**src/fec_pkg.sv**
```systemverilog
package fec_pkg;

    // ========================================
    // Code shape
    // ========================================

    // Symbol width in bits
    localparam int SYM_SIZE = 8;
    // Message symbols per block
    localparam int RS_K     = 8;
    // Parity symbols, corrects RS_2T/2 symbol errors
    localparam int RS_2T    = 4;
    localparam int RS_N     = RS_K + RS_2T;

    // x^8 + x^4 + x^3 + x^2 + 1
    localparam logic [SYM_SIZE:0] GF_POLY = 9'h11D;

    // ========================================
    // Types
    // ========================================

    typedef logic [SYM_SIZE-1:0] sym_t;

    // Index 0 is the first symbol sent, highest degree
    typedef sym_t [RS_K-1:0]  data_blk_t;

    // Index 0 is the lowest degree parity coefficient
    typedef sym_t [RS_2T-1:0] parity_blk_t;

    // ========================================
    // GF(2^8) arithmetic
    // ========================================

    // Shift and add multiply, reduced on every doubling
    function automatic sym_t gf_mul(sym_t a, sym_t b);
        sym_t acc;
        sym_t aa;
        acc = '0;
        aa  = a;
        for (int i = 0; i < SYM_SIZE; i++) begin
            if (b[i])
                acc = acc ^ aa;
            // Multiply aa by alpha
            aa = aa[SYM_SIZE-1] ? ((aa << 1) ^ GF_POLY[SYM_SIZE-1:0]) : (aa << 1);
        end
        return acc;
    endfunction

    // Product of (x - alpha^i) for i = 0..RS_2T-1, leading 1 dropped
    function automatic parity_blk_t rs_gen_poly();
        sym_t        g [RS_2T+1];
        sym_t        root;
        parity_blk_t res;
        for (int j = 0; j <= RS_2T; j++)
            g[j] = '0;
        g[0] = 8'h01;
        root = 8'h01;
        for (int i = 0; i < RS_2T; i++) begin
            // Multiply running polynomial by (x + root)
            for (int j = RS_2T; j > 0; j--)
                g[j] = g[j-1] ^ gf_mul(g[j], root);
            g[0] = gf_mul(g[0], root);
            root = gf_mul(root, 8'h02);
        end
        for (int j = 0; j < RS_2T; j++)
            res[j] = g[j];
        return res;
    endfunction

    // g0..g3, expected 0x40 0x78 0x36 0x0F
    localparam parity_blk_t RS_GEN = rs_gen_poly();

endpackage

```
**src/rs_encode.sv**
```systemverilog
`timescale 1ns/10ps

module rs_encode (
    input  logic                 clk,
    input  logic                 rst,
    input  fec_pkg::data_blk_t   data_in,
    input  logic                 data_in_valid,
    output logic                 data_in_ready,
    output fec_pkg::data_blk_t   data_out,
    output fec_pkg::parity_blk_t parity_out,
    output logic                 data_out_valid,
    input  logic                 data_out_ready
);

    // ========================================
    // Links between pipeline stages
    // ========================================

    // Link 0 is the skid output, link RS_K the last stage output
    fec_pkg::data_blk_t   blk_link [fec_pkg::RS_K+1];
    fec_pkg::parity_blk_t rem_link [fec_pkg::RS_K+1];
    logic [fec_pkg::RS_K:0] vld_link;
    logic [fec_pkg::RS_K:0] rdy_link;

    // Division starts from an empty remainder
    assign rem_link[0] = '0;

    // ========================================
    // Input skid buffer
    // ========================================
    rs_in_skid u_skid (
        .clk           (clk),
        .rst           (rst),
        .data_in       (data_in),
        .data_in_valid (data_in_valid),
        .data_in_ready (data_in_ready),
        .blk_out       (blk_link[0]),
        .blk_out_valid (vld_link[0]),
        .blk_out_ready (rdy_link[0])
    );

    // ========================================
    // One stage per message symbol
    // ========================================
    for (genvar i = 0; i < fec_pkg::RS_K; i++) begin : g_stage
        rs_lfsr_stage #(
            .STAGE_IDX (i)
        ) u_stage (
            .clk       (clk),
            .rst       (rst),
            .blk_in    (blk_link[i]),
            .rem_in    (rem_link[i]),
            .in_valid  (vld_link[i]),
            .in_ready  (rdy_link[i]),
            .blk_out   (blk_link[i+1]),
            .rem_out   (rem_link[i+1]),
            .out_valid (vld_link[i+1]),
            .out_ready (rdy_link[i+1])
        );
    end

    // Last stage faces the sink
    assign rdy_link[fec_pkg::RS_K] = data_out_ready;

    // Message passes untouched, parity is the final remainder
    assign data_out       = blk_link[fec_pkg::RS_K];
    assign parity_out     = rem_link[fec_pkg::RS_K];
    assign data_out_valid = vld_link[fec_pkg::RS_K];

endmodule

```
**src/rs_in_skid.sv**
```systemverilog
`timescale 1ns/10ps

module rs_in_skid (
    input  logic               clk,
    input  logic               rst,
    input  fec_pkg::data_blk_t data_in,
    input  logic               data_in_valid,
    output logic               data_in_ready,
    output fec_pkg::data_blk_t blk_out,
    output logic               blk_out_valid,
    input  logic               blk_out_ready
);

    // Main entry drives the output, spare absorbs one stalled block
    fec_pkg::data_blk_t main_blk;
    fec_pkg::data_blk_t spare_blk;
    logic               main_valid;
    logic               spare_valid;
    logic               main_valid_nxt;
    logic               spare_valid_nxt;
    logic               ready_q;
    logic               accept;
    logic               load_main;

    assign accept    = data_in_valid & data_in_ready;
    // Main entry free or leaving this cycle
    assign load_main = ~main_valid | blk_out_ready;

    // ========================================
    // Occupancy
    // ========================================
    always_comb begin
        main_valid_nxt  = main_valid;
        spare_valid_nxt = spare_valid;
        if (load_main) begin
            if (spare_valid) begin
                // Spare drains first, input is blocked meanwhile
                main_valid_nxt  = 1'b1;
                spare_valid_nxt = 1'b0;
            end else begin
                main_valid_nxt = accept;
            end
        end else if (accept) begin
            // Downstream stalled, park the new block
            spare_valid_nxt = 1'b1;
        end
    end

    always_ff @(posedge clk) begin
        if (rst) begin
            main_valid  <= 1'b0;
            spare_valid <= 1'b0;
            ready_q     <= 1'b1;
        end else begin
            main_valid  <= main_valid_nxt;
            spare_valid <= spare_valid_nxt;
            // Ready straight from a flop, no path from blk_out_ready
            ready_q     <= ~spare_valid_nxt;
        end
    end

    // Payload
    always_ff @(posedge clk) begin
        if (load_main)
            main_blk <= spare_valid ? spare_blk : data_in;
        else if (accept)
            spare_blk <= data_in;
    end

    assign data_in_ready = ready_q;
    assign blk_out       = main_blk;
    assign blk_out_valid = main_valid;

endmodule

```
**src/rs_lfsr_stage.sv**
```systemverilog
`timescale 1ns/10ps

module rs_lfsr_stage #(
    parameter int STAGE_IDX = 0
) (
    input  logic                 clk,
    input  logic                 rst,
    input  fec_pkg::data_blk_t   blk_in,
    input  fec_pkg::parity_blk_t rem_in,
    input  logic                 in_valid,
    output logic                 in_ready,
    output fec_pkg::data_blk_t   blk_out,
    output fec_pkg::parity_blk_t rem_out,
    output logic                 out_valid,
    input  logic                 out_ready
);

    fec_pkg::sym_t        msg_sym;
    fec_pkg::sym_t        fb;
    fec_pkg::parity_blk_t rem_next;
    fec_pkg::data_blk_t   blk_q;
    fec_pkg::parity_blk_t rem_q;
    logic                 valid_q;
    logic                 load;

    // ========================================
    // Division step
    // ========================================

    // Message symbol handled by this stage
    assign msg_sym = blk_in[STAGE_IDX];

    // Feedback, new symbol plus top of remainder
    assign fb = msg_sym ^ rem_in[fec_pkg::RS_2T-1];

    // Lowest coefficient has nothing shifted in
    assign rem_next[0] = fec_pkg::gf_mul(fb, fec_pkg::RS_GEN[0]);

    // Shift remainder up, add fb * g[j]
    for (genvar j = 1; j < fec_pkg::RS_2T; j++) begin : g_shift
        assign rem_next[j] = rem_in[j-1] ^ fec_pkg::gf_mul(fb, fec_pkg::RS_GEN[j]);
    end

    // ========================================
    // Pipeline register
    // ========================================

    // Free when empty or the held block leaves this cycle
    assign in_ready = ~valid_q | out_ready;
    assign load     = in_valid & in_ready;

    always_ff @(posedge clk) begin
        if (rst) begin
            valid_q <= 1'b0;
        end else if (in_ready) begin
            valid_q <= in_valid;
        end
    end

    // Block rides along unchanged beside its remainder
    always_ff @(posedge clk) begin
        if (load) begin
            blk_q <= blk_in;
            rem_q <= rem_next;
        end
    end

    assign blk_out   = blk_q;
    assign rem_out   = rem_q;
    assign out_valid = valid_q;

endmodule
```
**config.mk**
```make
export PLATFORM = sky130hd
export DESIGN_NAME = rs_encode
export DESIGN_NICKNAME = d
export VERILOG_FILES = /design/src/fec_pkg.sv /design/src/rs_encode.sv /design/src/rs_in_skid.sv /design/src/rs_lfsr_stage.sv
export SDC_FILE = /design/constraint.sdc
export NUM_CORES = 1
export LEC_CHECK = 0
export ABC_AREA = 1
export BUFFER_PORTS_ARGS = -buffer_cell sky130_fd_sc_hd__buf_4
export CORE_ASPECT_RATIO = 0.9
export CORE_UTILIZATION = 55
export CTS_CLUSTER_DIAMETER = 100
export CTS_CLUSTER_SIZE = 8
export DETAILED_ROUTE_END_ITERATION = 8
export GPL_TIMING_DRIVEN = 0
export PLACE_DENSITY = 0.69
export SYNTH_ARGS = -nofsm -noshare
export SYNTH_HDL_FRONTEND = slang
export SYNTH_SLANG_ARGS = --single-unit
```
**constraint.sdc**
```tcl
create_clock -name clk -period 7.23 [get_ports clk]
set_input_delay 0.3615 -clock clk [delete_from_list [all_inputs] [get_ports clk]]
set_output_delay 0.3615 -clock clk [all_outputs]
set_load 0.02 [all_outputs]
```
==> flow_summary.yaml <==
run_status:
  status: "finished, final reports clean"
logic_synthesis:
  ys_top_cells_by_area: "edfxtp_1, nand2_1, xor2_1, xnor2_1, inv_1"
  synth_edf_count: 893
  yosys.area_share.simple: 0.1629
  ys_warn_count: 0
  synth_most_common_cell: "nand2_1"
  synth_cell_type_count: 30
  async_flop_share: 0
  ys_seq_area_frac: 0.7064
  ys_ff_latch: 904
  synth_xor_area_frac: 0.09180
  syn_nets: 3203
  yosys.area_share.adder: 0
  yosysTopAreaCellShare: 0.7007
  netlist_instances: 3135
  synthTopCellsByCount: "nand2_1, edfxtp_1, inv_1, xor2_1, nand3_1"
  syn_area_per_cell_um2: 12.21
  synth_area_um2: 38270
  synth_top_area_cell: "edfxtp_1"
  synthMuxAreaShare: 0
  synth_compound_area_frac: 0.001373
  synth_top_family_by_area: "simple AND/OR/NAND/NOR gates"
  synth_flop_cell: "edfxtp_1"
grt:
  antenna_found_initial: 4
  use_met2: 0.3562
  use_met3: 0.04197
  busiest_layer: "met1"
  grtUsageMet1: 0.3711
  grt_pass1_vias: 22430
  grt_pass1_wl_mm: 127.8
  grt_max_degree: 74
  groute.usage.overall: 0.2445
  grt_overflow: 0
timing:
  setup-tns-final_ns: 0
  clock_skew_ns: 0.05690
  drv_slew: 0
  clock.fmax_mhz: 238.3
  rsz0062_at_grt: "no"
  hold_viol_final: 0
  min_period_ns: 4.197
  setup_violations: 0
  worst_pin_slew_ns: 0.8872
  whs_ns: 0.3582
  relSlewSlack: 0.4085
  finalCritPeriodShare: 0.5804
power:
  ir_drop_mv: 0.3052
  power.density_nw_per_um2: 280.9
  power_leakage_nw: 18.57
critical_path:
  cp_max_fo: 66
  required_ns: 7.64
  worstPathArrival_ns: 4.61
  critPathKind: "register to register"
  worstSetupEndpointType: "register"
  cp-start-kind: "register"
cts:
  clk_pin_slew_ns: 0.05
  numCtsBuffers: 130
  clkSinkCount: 904
  worstSkewPairLatency_ns: 0.73
  htreeDepth: 4
  clockBufferDepth: 3
  cts_root_buffer: "clkbuf_16"
  cts_tree: "done"
placement:
  numPortBuffers: 164
  gp_congestion: 0.8957
  hpwl_mm: 59.49
floorplan:
  core_um2: 68660
  dieArea_um2: 70640
  die_h_um: 252.3
  io_pins: 166
  initial_core_util: 0.5574
  die_w_um: 280.1
  rows: 91
route:
  drc: 0
  viasPerCell: 5.124
  vias: 22940
  detail-route-antenna-nets: 0
  routed_wl_mm: 83.99
  first_pass_iters: 6
  routedWlPerCell_um: 18.76
  initialDrtViolationCount: 2097
finish:
  fin_nets: 3583
  area_delta_synth_final_pct: 18.89
  drive_gt1_frac: 0.1337
min_path:
  hold_class: "input pin to register"
run:
  maxCapViolCount: 0
critical path, cell delays in order (launching register included):
cell     delay [ns]
dfxtp_1        0.32
inv_1          0.04
nor2_1         0.31
nand3_1        0.20
nor2_1         0.25
inv_1          0.10
nor2_1         0.30
nand3_1        0.19
nor2_1         0.43
nand2_4        0.57
nor2_4         0.83
buf_12         0.31
state kept, by name, indices dropped and copies added (netlist names):
register,count
u_skid.data_in_ready,1
u_skid.blk_out_valid,1
u_skid.spare_valid,1
g_stage.u_stage.out_valid,8
u_skid.blk_out,64
u_skid.spare_blk,64
g_stage.u_stage.rem_out,253
g_stage.u_stage.blk_out,512
path summary, 6_finish.rpt:
kind / startpoint / endpoint / slack (ns) / cells after the start
max: g_stage[7].u_stage.out_valid / u_skid.spare_blk[2] / 3.03 / 11
min: data_in[47] / u_skid.spare_blk[47] / 0.36 / 2
max reg2reg: g_stage[7].u_stage.out_valid / u_skid.spare_blk[2] / 3.03 / 11
min reg2reg: g_stage[6].u_stage.blk_out[42] / g_stage[7].u_stage.blk_out[42] / 0.38 / 0
what timing repair did:
action,in CTS,in global routing
resized for setup,0,0
hold endpoints to repair,135,0
setup endpoints to repair,0,0
hold buffers,68,0
setup buffers,0,0
final cells by class:
type | count | area, µm²
Sequential cell | 904 | 27040
Fill cell | 4877 | 23160
Multi-Input combinational cell | 1916 | 9844
Clock buffer | 148 | 3321
Timing Repair Buffer | 248 | 2277
Tap cell | 930 | 1164
Inverter | 234 | 888.4
Buffer | 81 | 556.8
Clock inverter | 15 | 409.1
Antenna cell | 1 | 2.502
metrics by stage:
stage	worst slack [ns]	instances	util	instance area [µm²]	total power [mW]
floorplan	0.9258	3135	-	38270	6.968
global placement	-0.6078	4229	0.5923	40670	7.302
detailed placement	2.948	4245	0.5984	41090	7.328
CTS	3.042	4476	0.6627	45500	12.87
global route	2.683	4477	0.6627	45500	13.27
finish	3.033	4477	0.6627	45500	12.78
cell usage in the layout, fill, tap and decap left out, types with 32 or more instances in the layout:
cell,count
edfxtp_1,893
nand3_1,163
inv_1,223
nand3b_1,34
xnor2_1,110
dlygate4sd3_1,68
nand2_1,1266
xor2_1,227
buf_4,229
clkbuf_1,32
clkbuf_16,130
where the power goes:
part	internal [mW]	switching, mW	total [mW]	leakage [nW]
Clock	3.27	2.23	5.50	1.78
Combinational	0.418	0.797	1.22	8.50
Sequential	5.97	0.0883	6.06	8.29
Total	9.67	3.11	12.8	18.6
cell families (layout without fill, tap and decap cells):
group | after synthesis | in the layout
other | 0 | 1
AOI/OAI and AO/OA | 10 | 10
and+or+nand+nor | 1540 | 1540
xor gates and xnor gates | 366 | 366
buffers and inverters | 315 | 726
DFF | 904 | 904
layer usage:
metal  vias to the layer above  wire length [µm]
met5                         -                 0
met4                         0              2178
met3                       163              5770
met2                       837             36550
met1                     10880             39490
li1                      11060                 -
(Power assumes the default switching activity.)
